File: src/verilog/qs_params.svh
/*
  Sizing for the quicksort engine. QS_IDX_W must equal clog2(QS_MAX_N);
  count and Wishbone address fields are QS_IDX_W+1 bits wide.
*/
`ifndef QS_PARAMS_SVH
`define QS_PARAMS_SVH

// Element width, signed two's complement
`define QS_DATA_W 16

// Array depth and its index width
`define QS_MAX_N 16
`define QS_IDX_W 4

// Microcode address width
`define QS_PC_W 8

// Call/data stack entries
// Worst-case recursion on 16 elements needs about 70
`define QS_STACK_D 128

`endif

File: src/verilog/qs_pkg.sv
/*
  Types and microcode encoders for the quicksort sequencer.
  One 16-bit instruction word, four decode views sharing the opcode nibble.
*/
`include "qs_params.svh"

package qs_pkg;

  typedef logic [`QS_PC_W-1:0] pc_t;

  // R0..R6 general purpose, 7 is the link register
  typedef enum logic [2:0] {R0, R1, R2, R3, R4, R5, R6, BLINK} reg_t;

  // Always, equal, greater-than, less-or-equal
  typedef enum logic [1:0] {AL, EQ, GT, LE} cc_t;

  typedef enum logic [3:0] {
    OP_NOP  = 4'b0000,
    OP_JCC  = 4'b0001,
    OP_STK  = 4'b0010,
    OP_MEM  = 4'b0100,
    OP_MOV  = 4'b0110,
    OP_ALU  = 4'b0111,
    OP_CALL = 4'b1100,
    OP_SYS  = 4'b1111
  } op_t;

  // MOVS source code, reads count minus 1
  localparam logic [2:0] REG_N = 3'd0;

  // Fixed microcode entry points
  localparam pc_t PC_RESET = pc_t'(0);
  localparam pc_t PC_START = pc_t'(32);
  localparam pc_t PC_PART  = pc_t'(64);
  localparam pc_t PC_QSORT = pc_t'(96);
  localparam pc_t PC_ERR   = pc_t'(128);

  // Jcc and CALL target
  typedef struct packed {
    op_t        op;
    logic [1:0] rsvd;
    cc_t        cc;
    pc_t        target;
  } jmp_view_t;

  // ADD/SUB; with W clear only the flags change
  typedef struct packed {
    op_t        op;
    logic       sub;
    reg_t       dst;
    logic       w;
    reg_t       src;
    logic       imm;
    logic [2:0] opnd;
  } alu_view_t;

  // PUSH/POP, LD/ST, CALL/RET, AWAIT/DONE all keyed on dir
  typedef struct packed {
    op_t        op;
    logic       dir;
    reg_t       rd;
    logic       rsvd0;
    reg_t       rs;
    logic       rsvd1;
    reg_t       ra;
  } mem_view_t;

  // MOV, MOVI and MOVS
  typedef struct packed {
    op_t        op;
    logic       spec;
    reg_t       dst;
    logic [3:0] rsvd;
    logic       imm;
    logic [2:0] src;
  } mov_view_t;

  typedef union packed {
    jmp_view_t jmp;
    alu_view_t alu;
    mem_view_t mem;
    mov_view_t mv;
  } inst_t;

  // Wishbone classic master request
  typedef struct packed {
    logic                  cyc;
    logic                  stb;
    logic                  we;
    logic [`QS_IDX_W:0]    adr;
    logic [`QS_DATA_W-1:0] dat_w;
  } wb_req_t;

  // Core side of the array port
  typedef struct packed {
    logic                  valid;
    logic                  we;
    logic [`QS_IDX_W-1:0]  idx;
    logic [`QS_DATA_W-1:0] data;
  } core_mem_t;

  function automatic inst_t enc_mem(op_t op, logic dir, reg_t rd, reg_t rs, reg_t ra);
    inst_t i;
    i = '0;
    i.mem.op  = op;
    i.mem.dir = dir;
    i.mem.rd  = rd;
    i.mem.rs  = rs;
    i.mem.ra  = ra;
    return i;
  endfunction

  function automatic inst_t enc_alu(logic sb, reg_t d, reg_t s, logic w, logic im,
                                    logic [2:0] u);
    inst_t i;
    i = '0;
    i.alu.op   = OP_ALU;
    i.alu.sub  = sb;
    i.alu.dst  = d;
    i.alu.w    = w;
    i.alu.src  = s;
    i.alu.imm  = im;
    i.alu.opnd = u;
    return i;
  endfunction

  function automatic inst_t enc_mov(logic sp, reg_t d, logic im, logic [2:0] s);
    inst_t i;
    i = '0;
    i.mv.op   = OP_MOV;
    i.mv.spec = sp;
    i.mv.dst  = d;
    i.mv.imm  = im;
    i.mv.src  = s;
    return i;
  endfunction

  function automatic inst_t j(pc_t target, cc_t cc = AL);
    inst_t i;
    i = '0;
    i.jmp.op     = OP_JCC;
    i.jmp.cc     = cc;
    i.jmp.target = target;
    return i;
  endfunction

  // Same layout as a jump, dir bit clear
  function automatic inst_t call(pc_t target);
    inst_t i;
    i = j(target);
    i.jmp.op = OP_CALL;
    return i;
  endfunction

  function automatic inst_t ret();
    return enc_mem(OP_CALL, 1'b1, R0, R0, R0);
  endfunction

  function automatic inst_t push(reg_t r);
    return enc_mem(OP_STK, 1'b0, R0, R0, r);
  endfunction

  function automatic inst_t pop(reg_t r);
    return enc_mem(OP_STK, 1'b1, r, R0, R0);
  endfunction

  function automatic inst_t ld(reg_t d, reg_t a);
    return enc_mem(OP_MEM, 1'b0, d, R0, a);
  endfunction

  function automatic inst_t st(reg_t a, reg_t s);
    return enc_mem(OP_MEM, 1'b1, R0, s, a);
  endfunction

  function automatic inst_t mov(reg_t d, reg_t s);
    return enc_mov(1'b0, d, 1'b0, s);
  endfunction

  function automatic inst_t movi(reg_t d, logic [2:0] imm);
    return enc_mov(1'b0, d, 1'b1, imm);
  endfunction

  function automatic inst_t movs(reg_t d, logic [2:0] code);
    return enc_mov(1'b1, d, 1'b0, code);
  endfunction

  function automatic inst_t add(reg_t d, reg_t s, reg_t u, logic w = 1'b1);
    return enc_alu(1'b0, d, s, w, 1'b0, u);
  endfunction

  function automatic inst_t addi(reg_t d, reg_t s, logic [2:0] imm, logic w = 1'b1);
    return enc_alu(1'b0, d, s, w, 1'b1, imm);
  endfunction

  function automatic inst_t sub(reg_t d, reg_t s, reg_t u, logic w = 1'b1);
    return enc_alu(1'b1, d, s, w, 1'b0, u);
  endfunction

  function automatic inst_t subi(reg_t d, reg_t s, logic [2:0] imm, logic w = 1'b1);
    return enc_alu(1'b1, d, s, w, 1'b1, imm);
  endfunction

  function automatic inst_t await();
    return enc_mem(OP_SYS, 1'b0, R0, R0, R0);
  endfunction

  function automatic inst_t done();
    return enc_mem(OP_SYS, 1'b1, R0, R0, R0);
  endfunction

endpackage

File: src/verilog/qs_array_mem.sv
/*
  Array storage plus control/status register on a Wishbone classic port.
  The core owns the array while a sort is pending or running; host array
  cycles stall without ack until then. Count writes over QS_MAX_N saturate.
*/
`timescale 1ns/1ps
`include "qs_params.svh"

module qs_array_mem import qs_pkg::*; (
  input  logic                  clk,
  input  logic                  rst_n,
  input  wb_req_t               wb_req,
  output logic [`QS_DATA_W-1:0] wb_dat_r,
  output logic                  wb_ack,
  input  core_mem_t             core_req,
  output logic [`QS_DATA_W-1:0] core_rdata,
  output logic                  start,
  output logic [`QS_IDX_W:0]    count,
  input  logic                  busy,
  input  logic                  done,
  input  logic                  err
);

  localparam int                 DW      = `QS_DATA_W;
  localparam logic [`QS_IDX_W:0] MAX_CNT = `QS_MAX_N;

  logic [DW-1:0]          arr [`QS_MAX_N];
  logic [DW-1:0]          rd_q;
  logic [DW-1:0]          stat_q;
  logic [DW-1:0]          status;
  logic [`QS_IDX_W-1:0]   rd_idx;
  logic [`QS_IDX_W:0]     cnt_in;
  logic                   sort_own;
  logic                   host_acc;
  logic                   csr_acc;
  logic                   arr_ok;
  logic                   ctl_wr;
  logic                   host_wr;
  logic                   csr_q;

  // Start pulse counts as busy so the host cannot slip in before the core
  assign sort_own = busy || start;

  // New access only when the previous ack has gone
  assign host_acc = wb_req.cyc && wb_req.stb && !wb_ack;
  assign csr_acc  = host_acc && wb_req.adr[`QS_IDX_W];
  assign arr_ok   = host_acc && !wb_req.adr[`QS_IDX_W] && !sort_own;
  assign ctl_wr   = csr_acc && wb_req.we && !sort_own;
  assign host_wr  = arr_ok && wb_req.we;

  assign cnt_in = wb_req.dat_w[`QS_IDX_W:0];

  // Single read port, core has it whenever it asks
  assign rd_idx = core_req.valid ? core_req.idx : wb_req.adr[`QS_IDX_W-1:0];

  // busy, done, err, then count in the low bits
  assign status = {sort_own, done && !start, err,
                   {(DW - 3 - (`QS_IDX_W + 1)){1'b0}}, count};

  always_ff @(posedge clk) begin
    if (!rst_n) begin
      wb_ack <= 1'b0;
      start  <= 1'b0;
      count  <= '0;
      csr_q  <= 1'b0;
    end else begin
      wb_ack <= csr_acc || arr_ok;
      start  <= ctl_wr && wb_req.dat_w[DW-1];
      if (csr_acc || arr_ok) begin
        csr_q <= csr_acc;
      end
      if (ctl_wr) begin
        count <= (cnt_in > MAX_CNT) ? MAX_CNT : cnt_in;
      end
    end
  end

  always_ff @(posedge clk) begin
    if (core_req.valid && core_req.we) begin
      arr[core_req.idx] <= core_req.data;
    end else if (host_wr) begin
      arr[wb_req.adr[`QS_IDX_W-1:0]] <= wb_req.dat_w;
    end
    rd_q <= arr[rd_idx];
    if (csr_acc) begin
      stat_q <= status;
    end
  end

  assign core_rdata = rd_q;
  assign wb_dat_r   = csr_q ? stat_q : rd_q;

endmodule

File: config.mk
export PLATFORM = sky130hd
export DESIGN_NAME = qs_array_mem
export DESIGN_NICKNAME = d
export VERILOG_FILES = /design/src/verilog/qs_pkg.sv /design/src/verilog/qs_array_mem.sv
export VERILOG_INCLUDE_DIRS = /design/src /design/src/verilog
export SDC_FILE = /design/constraint.sdc
export NUM_CORES = 1
export LEC_CHECK = 0
export BUFFER_PORTS_ARGS = -buffer_cell sky130_fd_sc_hd__buf_4
export CAP_MARGIN = 20
export CELL_PAD_IN_SITES_DETAIL_PLACEMENT = 1
export CELL_PAD_IN_SITES_GLOBAL_PLACEMENT = 2
export CORE_MARGIN = 1.5
export CORE_UTILIZATION = 34
export DETAILED_ROUTE_END_ITERATION = 16
export GPL_TIMING_DRIVEN = 0
export PLACE_DENSITY = 0.62
export SYNTH_ARGS = -nofsm -noshare
export SYNTH_HDL_FRONTEND = slang
export SYNTH_SLANG_ARGS = --single-unit
export TNS_END_PERCENT = 100
File: constraint.sdc
create_clock -name clk -period 2.7 [get_ports clk]
set_clock_uncertainty 0.2 [all_clocks]
set_input_delay 0.27 -clock clk [delete_from_list [all_inputs] [get_ports clk]]
set_output_delay 0.27 -clock clk [all_outputs]
set_load 0.1 [all_outputs]
* Word-level counts from Yosys, hierarchy flattened
Memory sizes are Yosys's and may differ from the RTL's. A register that Yosys moved wholly into a read port is not among the register bits.
Cells that the tools add are included.
** Storage, ports and cells
- Memories kept :: 1
- Input bits :: 51
- Logic and storage cells :: 36
- Bits in writable memories :: 256
- Flip-flop bits (word level) :: 16
- Output and inout port bits :: 39
** Operators by class
- Mux-type cells :: 11
- $lt $le $gt $ge :: 1
- Reductions and logical operators :: 18
** Memories
- arr :: words 16, bits a word 16, rd ports 1, clocked after Yosys merged registers in 1, write ports 1, line qs_array_mem.sv:27 : logic [DW-1:0] arr [`QS_MAX_N];
** Operator list (count)
- $mux 16 :: 2
- $reduce_or 16->1 :: 1
- $logic_and 1x1->1 :: 11
- $mux 4 :: 2
- $mux 1 :: 6
- $gt 5x5->1 const B :: 1
- $mux 5 :: 1
- $logic_not 1->1 :: 4
- $logic_or 1x1->1 :: 2

* Logic depth before layout (Yosys ltp)
Gate-level depths: netlist of run 1.
- Word-level depth :: 10
- Gate-level depth with buffers :: 6
- Gate-level depth less buffers :: 4

* Least setup slack after synthesis of run 1
OpenSTA, ideal clock, no wires.
- Path kind :: flip-flop to flip-flop
- Start point :: register start
- End point :: memory arr[13][0] (netlist bit) (enable)
- Cell stages (with the launch flop) :: 7
- Clock period less this slack :: 3409 ps
- Setup time :: 388 ps
- Data required time :: 2112 ps
- Setup slack :: -709 ps
- Arrival time :: 2821 ps
- Buffers on the path :: 2
- Cell sequence :: dfxtp_1 or3_4 or4b_1 buf_2 buf_6 o22a_4 nor2_1
** On the way
- Word-level cells in the longest chain between the ends :: 9
- Elaborated cells between the ends (all ways) :: 10
- Those cells by class :: mux: 5; reduce/logical: 5
** Ends and longest elaborated chain
- from (decl) :: line qs_array_mem.sv:17 : output logic start,
- from (signal assigned) :: line qs_array_mem.sv:68 : start <= ctl_wr && wb_req.dat_w[DW-1];
- $logic_or 1x1->1 * :: line qs_array_mem.sv:42 : assign sort_own = busy || start;
- $logic_not 1->1 * :: line qs_array_mem.sv:47 : assign arr_ok = host_acc && !wb_req.adr[`QS_IDX_W] && !sort_own;
- $logic_and 1x1->1 * :: line qs_array_mem.sv:47
- $logic_and 1x1->1 * :: line qs_array_mem.sv:49 : assign host_wr = arr_ok && wb_req.we;
- $mux 1 * :: line qs_array_mem.sv:81 : end else if (host_wr) begin
- $mux 1 * :: line qs_array_mem.sv:79 : if (core_req.valid && core_req.we) begin
- $mux 1 * :: line qs_array_mem.sv:82 : arr[wb_req.adr[`QS_IDX_W-1:0]] <= wb_req.dat_w;
- $reduce_or 16->1 (no line)
- $mux 4 (no line) / $mux 1 (equally long branches)
- to (decl) :: line qs_array_mem.sv:27
Mark *: on every way between the ends. The rest lies on a longest branch, timed or not.

* Worst setup path after layout of run 1
- Start point :: register start
- End point :: memory arr[10][15] (netlist bit) (enable)
The elaborated chain is that of the path after synthesis.

==> out/results.txt, run 1 <==
busiest grt layer: met2
Overall Power: 10.5 mW
Final Hold Fails: 0
syn_nets: 701
share of post-route cells with drive strength above 1: 0.301
cell family with most CP delay: simple AND/OR/NAND/NOR gates
DRT Pass-1 Iters: 4
fin crit share: 0.989
hold slack: 0.0558 ns
Mean Syn Cell Area: 17.4 um^2
status: complete, no violations
initial DRC count: 367
slew margin rel.: 0.299
drt drc: 0
Peak VDD IR: 0.483 mV
register area share after synthesis: 0.742
Vias: 6256
WS Path Type: reg -> reg
largest net degree at the start of global routing: 17
slowest stage cell on the critical path: or4b_1
fin util: 0.432
met3 layer usage reported by global route: 0.0266
Max clock buf depth: 3
final net count: 852
M2 GR Usage: 0.295
GRT Resource Usage Total: 0.172
core area: 32700 um^2
worst slack at placement: -0.345 ns
Die Wd: 186 um
HP Start: wb_req[22]
critical path's largest stage delay: 0.51 ns
num ports: 90
slew at the pin with the worst max-slew slack: 1.05 ns
die area: 34400 um^2
# fillers: 3276
Routed Antenna Nets: 0
pwr/cell area: 740 nW/um^2
routed wire length: 28900 um
post-DP HPWL: 19100 um
Pins Over Slew Limit: 0
min cycle time layout: 2.67 ns
Initial Util: 0.346
Synth Cell Area: 11300 um^2
CP Launch Point: start$_SDFF_PN0_
CP Max Fanout: 15
Peak Freq: 0.375 GHz
final setup vio count: 0
routed len/inst: 22.8 um
Yosys cell types: 37
first-pass GRT wire length: 42900 um
Root Driver: clkbuf_16
setup ws final: 0.0299 ns
fin area: 14100 um^2
initial antenna violation count: 3
# rows: 66
Post-Place Cell Area: 12700 um^2
CTS clk-pin slew, worst paths: 0.06 ns
Arrival @ worst endpoint: 2.78 ns
grt ovf: 0
Worst setup SP type: register
area grow syn2layout: 24.8%
worst path required time: 2.81 ns
Worst Hold Class: in -> reg
Yosys warnings: 0
synthesis-stage register bit count: 288
Clk Latency, worst-skew pair: 0.56 ns
vias in the first global route: 6788
worst path cell trace: or3_4 -> or4b_1 -> buf_6 -> buf_8 -> mux2i_4 -> nor2_4 -> buf_12
via-per-instance ratio: 4.93
CTS tree: built
Sink Count: 288
Leakage: 5.07 nW
Synth Instances: 650
reg-to-reg startpoint: start$_SDFF_PN0_
worst path bufs/invs: 3
Die H: 186 um
CP Capture Type: register
maxcap violations: 0
RePlAce Congestion: 0.761
met1 global-route usage: 0.231
clock buffer count from CTS: 30
Port-buffer cells: 89
H-Tree Depth: 1
synthesized netlist by cell type:
cell type	number	area, um^2
buf_6	2	22.5
o21ai_2	8	70.1
a31oi_1	1	6.26
and3_1	1	6.26
mux2i_2	2	27.5
nand2b_1	1	6.26
buf_1	1	3.75
edfxtp_1	264	7930
o22a_4	1	17.5
mux2i_4	1	22.5
and3b_1	3	26.3
mux2i_1	131	1310
mux2_2	25	282
o22ai_1	64	400
a41oi_1	1	8.76
nand2_1	10	37.5
clkbuf_1	3	11.3
or3b_2	4	35.0
nor2_1	22	82.6
nor2b_1	14	87.6
nor3b_1	4	30.0
or4_1	16	120
o32a_1	1	10.0
o21a_1	1	7.51
inv_1	3	11.3
nand3b_1	1	7.51
mux2_4	1	15.0
buf_2	19	95.1
dfxtp_1	24	480
nand3_1	1	5.00
or4b_1	1	10.0
and4b_1	1	10.0
nor3_1	3	15.0
or3_4	1	11.3
buf_4	9	67.6
o221a_2	1	11.3
a21boi_0	4	30.0
metal layers:
metal	routed length (um)	vias up
met5	0	-
li1	-	2903
met1	12100	3205
met3	1950	27
met2	14400	121
met4	371	0
layout by cell type, fill, tap and decap left out, drive strengths merged, types with 10 or more instances in the layout:
cell           n
nand2         10
mux2          26
dlygate4sd3   13
or4           16
nor2b         14
o22ai         64
buf          138
mux2i        134
edfxtp       264
clkbuf        41
clkinv        14
nor2          22
dfxtp         24
kinds of logic after synthesis:
| kind of cell | Yosys count | share of synthesized area |
|---|---|---|
| muxes | 160 | 0.146 |
| and+or+nand+nor | 83 | 0.0433 |
| buffers and inverters | 37 | 0.0187 |
| DFF | 288 | 0.742 |
| AOI/OAI and AO/OA | 82 | 0.0496 |
where the power goes:
part           internal (mW)  switching, mW  leakage [nW]  total (mW)
sequential              4.98         0.0381          2.58        5.01
clock                   2.32           1.66         0.459        3.98
combinational          0.400           1.07          2.03        1.47
total                   7.70           2.77          5.07        10.5
worst min-delay path, cell delays in order:
cell and delay (ns):
buf_4 0.11, nand3b_1 0.16, o221a_2 0.22
through the flow:
stage / instances / setup TNS (ns)
floorplan: 650 / 0
global placement: 1181 / -69.26
detailed placement: 1181 / -74.08
CTS: 1268 / 0
global route: 1267 / -0.361
finish: 1268 / 0
registers in the layout (all words and copies together), names as in the netlist:
name,cells
arr,256
csr_q,1
core_rdata,16
count,5
start,1
stat_q,8
wb_ack,1
timing repair:
item                                    in CTS  in global routing
hold buffers                                13                  0
endpoints found under the setup margin     265                 68
pin swaps                                   15                  0
setup buffers                               18                  0
hold endpoints to repair                    11                  0
gates resized for setup                      6                  3
final timing paths:
path	endpoint	slack, ns	depth (start not counted)
min reg2reg	stat_q[3]$_DFFE_PP_	0.27	0
min	csr_q$_SDFFE_PN0P_	0.06	3
max reg2reg	arr[10][15]$_DFFE_PP_	0.03	7
max	arr[10][15]$_DFFE_PP_	0.03	7
final cells by class:
class	instances	area, um^2	share of cell area
Tap cell	442	553	0.0391
Inverter	3	11.3	0.000796
Clock buffer	39	785	0.0555
Multi-Input combinational cell	325	2870	0.203
Sequential cell	288	8410	0.595
Timing Repair Buffer	120	1130	0.0802
Buffer	33	211	0.0150
Clock inverter	17	160	0.0113
Antenna cell	1	2.50	0.000177
No activity file was read; power rests on OpenSTA's default activity.
==> inputs of run 2 (changes only) <==
--- a/config.mk
+++ b/config.mk
@@ -11,10 +11,10 @@
 export CELL_PAD_IN_SITES_DETAIL_PLACEMENT = 1
 export CELL_PAD_IN_SITES_GLOBAL_PLACEMENT = 2
 export CORE_MARGIN = 1.5
-export CORE_UTILIZATION = 34
+export CORE_UTILIZATION = 40
 export DETAILED_ROUTE_END_ITERATION = 16
 export GPL_TIMING_DRIVEN = 0
-export PLACE_DENSITY = 0.62
+export PLACE_DENSITY = 0.72
 export SYNTH_ARGS = -nofsm -noshare
 export SYNTH_HDL_FRONTEND = slang
 export SYNTH_SLANG_ARGS = --single-unit
==> out/results.txt, run 2 (synthesized netlist as in run 1, its figures left out) <==
pwr/cell area: 725 nW/um^2 (-2.1%)
Worst Hold Class: in -> reg
Die Wd: 171 um (-7.7%)
fin crit share: 0.990 (+0.00123)
post-DP HPWL: 18300 um (-4.3%)
num ports: 90 (unchanged)
WS Path Type: reg -> reg
CTS tree: built
Overall Power: 10.2 mW (-3.0%)
initial DRC count: 342 (-6.8%)
clock buffer count from CTS: 30 (unchanged)
most frequent cells in the layout: edfxtp_1 (264), mux2i_1 (131), buf_4 (101), o22ai_1 (64), clkbuf_16 (32)
vias in the first global route: 6741 (-0.69%)
maxcap violations: 0 (unchanged)
first-pass GRT wire length: 41500 um (-3.3%)
slew margin rel.: 0.361 (+0.0618)
routed wire length: 28000 um (-3.1%)
slew at the pin with the worst max-slew slack: 0.947 ns (-0.100 ns)
Die H: 171 um (-7.7%)
Sink Count: 288 (unchanged)
# rows: 61 (-7.6%)
via-per-instance ratio: 5.22 (+5.8%)
Max clock buf depth: 3 (unchanged)
Routed Antenna Nets: 0 (unchanged)
max reg flops: 256 (unchanged)
core area: 27900 um^2 (-15%)
die area: 29300 um^2 (-15%)
Clk Latency, worst-skew pair: 0.55 ns (about the same)
most common cell after layout, fill and taps aside: edfxtp_1
fin util: 0.503 (+0.0707)
largest net degree at the start of global routing: 17 (unchanged)
CP Max Fanout: 10 (-5)
Root Driver: clkbuf_16
n_diodes: 0 (-1)
final setup vio count: 0 (unchanged)
Peak VDD IR: 0.429 mV (-11%)
Pins Over Slew Limit: 0 (unchanged)
Initial Util: 0.407 (+0.0602)
Vias: 6271 (+0.24%)
CP Capture Type: register
worst path required time: 2.81 ns (about the same)
Leakage: 5.04 nW (-0.59%)
initial antenna violation count: 4 (+1)
status: complete, no violations
area grow syn2layout: 23.7%
CTS clk-pin slew, worst paths: 0.06 ns (about the same)
RePlAce Congestion: 0.825 (+8.3%)
Peak Freq: 0.374 GHz (-0.12%)
Port-buffer cells: 89 (unchanged)
min cycle time layout: 2.67 ns (+0.00333 ns)
GRT Resource Usage Total: 0.195 (+0.0233)
DRT Pass-1 Iters: 4 (unchanged)
Arrival @ worst endpoint: 2.78 ns (about the same)
grt ovf: 0 (unchanged)
final net count: 853 (+0.12%)
Final Hold Fails: 0 (unchanged)
routed len/inst: 23.3 um (+2.3%)
share of post-route cells with drive strength above 1: 0.296 (-0.00413)
Largest Register: arr
drt drc: 0 (unchanged)
Worst setup SP type: register
H-Tree Depth: 1 (unchanged)
==> run 2: cell type report <==
class                   count  area [um^2]
inverters                   3         11.3
fillers                  2641        13800
clock buffers              43          821
flip-flops and latches    288         8410
well taps                 378          473
multi-input cells         325         2870
plain buffers              32          211
repair buffers            122         1170
clock inverters            10         42.5
==> run 2: path summary, 6_finish.rpt <==
path	endpoint	cells after the start	slack, ns	from
hold / removal	start$_SDFF_PN0_	3	0.07	wb_req[21]
setup reg to reg	arr[9][12]$_DFFE_PP_	7	0.03	start$_SDFF_PN0_
setup / recovery	arr[9][12]$_DFFE_PP_	7	0.03	start$_SDFF_PN0_
hold reg to reg	stat_q[1]$_DFFE_PP_	0	0.27	count[1]$_SDFFE_PN0N_
==> run 2: worst max-delay path, stage by stage (launching register included) <==
cell and delay (ns):
dfxtp_4 0.36, or3_4 0.35, or4b_4 0.49, buf_6 0.15, buf_12 0.15, mux2i_4 0.40
nor2_4 0.10, clkbuf_16 0.22
==> run 2: timing repair <==
item | in CTS | in global routing
hold endpoints to repair | 11 | 0
setup buffers | 18 | 1
hold buffers | 14 | 0
gates cloned | 0 | 1
gates resized for setup | 5 | 5
endpoints found under the setup margin | 265 | 26
pin swaps | 16 | 1
==> run 2: per-stage QoR <==
| stage | setup slack (ns) | hold WS, ns | area, um^2 | instances | TNS (ns) |
|---|---|---|---|---|---|
| 2_1_floorplan | 0.00160 | 0.169 | 11500 | 650 | 0 |
| 3_3_place_gp | -0.298 | 0.248 | 12600 | 1117 | -62.35 |
| 3_5_place_dp | -0.340 | 0.253 | 12600 | 1117 | -70.09 |
| 4_1_cts | 0.000899 | 0.0329 | 14000 | 1202 | 0 |
| 5_1_grt | -0.00108 | 0.112 | 14000 | 1201 | -0.00491 |
| 6_report | 0.0265 | 0.0694 | 14000 | 1201 | 0 |
==> run 2: where the power goes <==
part | leakage, nW | switching, mW | total, mW | internal (mW)
combinational | 2.05 | 1.06 | 1.46 | 0.401
sequential | 2.58 | 0.0400 | 5.02 | 4.98
clock | 0.413 | 1.59 | 3.67 | 2.09
==> run 2: per-layer routing <==
layer | vias up | GRT usage | wire [um]
met1 | 3238 | 0.262 | 12300
met5 | - | 0 | 0
met2 | 115 | 0.338 | 14100
met4 | 0 | 0.0458 | 377
met3 | 26 | 0.0262 | 1140
li1 | 2892 | - | -
==> inputs of run 3 (changes only) <==
--- a/config.mk
+++ b/config.mk
@@ -6,15 +6,15 @@
 export SDC_FILE = /design/constraint.sdc
 export NUM_CORES = 1
 export LEC_CHECK = 0
-export BUFFER_PORTS_ARGS = -buffer_cell sky130_fd_sc_hd__buf_4
-export CAP_MARGIN = 20
+export CAP_MARGIN = 15
 export CELL_PAD_IN_SITES_DETAIL_PLACEMENT = 1
 export CELL_PAD_IN_SITES_GLOBAL_PLACEMENT = 2
-export CORE_MARGIN = 1.5
-export CORE_UTILIZATION = 40
+export CORE_MARGIN = 4
+export CORE_UTILIZATION = 41
 export DETAILED_ROUTE_END_ITERATION = 16
+export DONT_BUFFER_PORTS = 1
 export GPL_TIMING_DRIVEN = 0
-export PLACE_DENSITY = 0.72
+export PLACE_DENSITY = 0.69
 export SYNTH_ARGS = -nofsm -noshare
 export SYNTH_HDL_FRONTEND = slang
 export SYNTH_SLANG_ARGS = --single-unit
==> out/results.txt, run 3 (synthesized netlist as in run 1, its figures left out) <==
status: finished, violations left
failing checks: negative setup slack
Worst Hold Class: in -> reg
largest net degree at the start of global routing: 17 (unchanged)
first-pass GRT wire length: 43800 um (+5.6%)
initial antenna violation count: 0 (-4)
combinational share of power: 0.098 (-0.046)
share of post-route cells with drive strength above 1: 0.250 (-0.0465)
RePlAce Congestion: 0.758 (-8.1%)
Initial Util: 0.418 (+0.0114)
worst r2r path cells: 6 (-1)
WS Path Type: reg -> reg
Peak VDD IR: 0.496 mV (+15%)
DRT Pass-1 Iters: 5 (+1)
via-per-instance ratio: 5.56 (+6.5%)
n_diodes: 0 (unchanged)
Largest Register: arr
Switch Pwr: 2.78 mW (+3.6%)
Sum Neg Setup Slack: -13.78 ns (-13.78 ns)
switching share of power: 0.254 (-0.0104)
post-DP HPWL: 17900 um (-2.1%)
routed wire length: 31800 um (+14%)
# rows: 60 (-1.6%)
fin area: 14300 um^2 (+2.0%)
Peak Freq: 0.349 GHz (-6.8%)
fin util: 0.527 (+0.0243)
num ports: 90 (unchanged)
slew margin rel.: 0.333 (-0.0280)
Clk Latency, worst-skew pair: 0.55 ns (about the same)
H-Tree Depth: 1 (unchanged)
slowest stage cell on the critical path: dfxtp_4
Post-Place Cell Area: 12000 um^2 (-5.3%)
fin crit share: 1.06 (+0.0719)
Levels on crit path: 6 (-1)
cell family with most CP delay: simple AND/OR/NAND/NOR gates
worst path bufs/invs: 2 (-1)
CP Capture Type: register
Flop pwr share: 0.487 (-0.007)
Die H: 174 um (+1.7%)
maxcap violations: 0 (unchanged)
clock buffer count from CTS: 30 (unchanged)
final setup vio count: 215 (+215)
most frequent cells in the layout: edfxtp_1 (264), mux2i_1 (131), o22ai_1 (64), dlygate4sd3_1 (43), clkbuf_16 (34)
Worst setup SP type: register
die area: 30400 um^2 (+3.5%)
core area: 27100 um^2 (-2.7%)
critical register-to-register path endpoint: arr[9][10]$_DFFE_PP_
Final Hold Fails: 0 (unchanged)
Routed Antenna Nets: 0 (unchanged)
Die Wd: 174 um (+1.7%)
FF-to-FF setup slack: -0.17 ns (-0.19 ns)
worst path required time: 2.76 ns (-0.05 ns)
Sink Count: 288 (unchanged)
pwr/cell area: 766 nW/um^2 (+5.7%)
Port-buffer cells: 0 (-100%)
clock share of power: 0.415 (+0.053)
Max clock buf depth: 3 (unchanged)
critical path's largest stage delay: 0.45 ns (-0.04 ns)
area grow syn2layout: 26.2%
routed len/inst: 27.5 um (+18%)
final net count: 811 (-4.9%)
Vias: 6428 (+2.5%)
CP Launch Point: start$_SDFF_PN0_
Root Driver: clkbuf_16
Leakage: 5.09 nW (+0.85%)
min cycle time layout: 2.87 ns (+0.194 ns)
setup ws final: -0.167 ns (-0.194 ns)
CP Max Fanout: 8 (-2)
max reg flops: 256 (unchanged)
CTS tree: built
vias in the first global route: 6702 (-0.58%)
Arrival @ worst endpoint: 2.93 ns (+0.15 ns)
slew at the pin with the worst max-slew slack: 1.00 ns (+0.0531 ns)
Int Pwr: 8.16 mW (+9.3%)
reg-to-reg startpoint: start$_SDFF_PN0_
# fillers: 2452 (-7.2%)
grt ovf: 0 (unchanged)
initial DRC count: 555 (+62%)
RSZ-0062 raised after global routing: true
drt drc: 0 (unchanged)
most common cell after layout, fill and taps aside: edfxtp_1
CTS clk-pin slew, worst paths: 0.06 ns (about the same)
Pins Over Slew Limit: 0 (unchanged)
GRT Resource Usage Total: 0.193 (-0.00223)
worst setup path endpoint: arr[9][10]$_DFFE_PP_
worst path cell trace: or3_4 -> buf_4 -> nor3_1 -> a41oi_2 -> nor2_4 -> clkbuf_16
run 3: cell types whose count changed in the layout (fill, tap and decap cells not counted), moves of 4 or more:
cell / delta
buf_12: +7
clkbuf_8: +4
dfxtp_2: +5
nor2b_2: -8
mux2_4: +15
dlygate4sd3_1: +29
mux2_2: -9
nor2b_4: +8
clkbuf_1: -9
dfxtp_1: -6
buf_4: -88
bufinv_16: +7
run 3: how the worst min path moves through the flow:
stage                     start                    to  slack [ns]  depth (start not counted)
detailed placement          err  stat_q[13]$_DFFE_PP_        0.17                          0
CTS                 core_req[9]   arr[6][9]$_DFFE_PP_       0.001                          1
global placement            err  stat_q[13]$_DFFE_PP_        0.17                          0
finish              core_req[9]   arr[6][9]$_DFFE_PP_        0.01                          1
global route        core_req[9]   arr[4][9]$_DFFE_PP_        0.02                          1
floorplan                   err  stat_q[13]$_DFFE_PP_        0.17                          0
run 3: layout make-up:
| type | count | area, um^2 | share of cell area |
|---|---|---|---|
| Sequential cell | 288 | 8420 | 0.589 |
| Buffer | 32 | 208 | 0.0145 |
| Inverter | 3 | 11.3 | 0.000788 |
| Timing Repair Buffer | 74 | 1020 | 0.0716 |
| Clock buffer | 37 | 838 | 0.0587 |
| Tap cell | 372 | 465 | 0.0326 |
| Clock inverter | 19 | 272 | 0.0190 |
| Multi-Input combinational cell | 331 | 3050 | 0.214 |
run 3: metrics by stage:
stage	worst slack (ns)	cells	power [mW]	hold slack [ns]
2_1_floorplan	0.00160	650	6.15	0.169
3_3_place_gp	-0.414	1022	6.35	0.169
3_5_place_dp	-0.443	1022	6.37	0.169
4_1_cts	-0.0723	1125	10.9	0.00139
5_1_grt	-0.254	1156	11.3	0.0165
6_report	-0.167	1156	10.9	0.0139
run 3: power by group through the flow:
stage	clock, mW	combinational (mW)	sequential, mW
finish	4.54	1.07	5.33
global route	4.81	1.12	5.34
CTS	4.60	1.02	5.33
detailed placement	0	0.947	5.42
global placement	0	0.927	5.42
floorplan	0	0.752	5.40
run 3: layer usage:
metal,global-route usage,up-vias,part of all wire
met5,0,-,0
met4,0.0353,0,0.019
met3,0.0217,43,0.045
met2,0.345,161,0.53
met1,0.259,3397,0.41
li1,-,2827,-
run 3: what timing repair did:
action,CTS,global route
pin swaps,16,8
resized for setup,27,18
hold buffers,23,20
buffers inserted,24,4
endpoints found under the setup margin,271,499
endpoints found under the hold margin,64,160
gates cloned,1,9
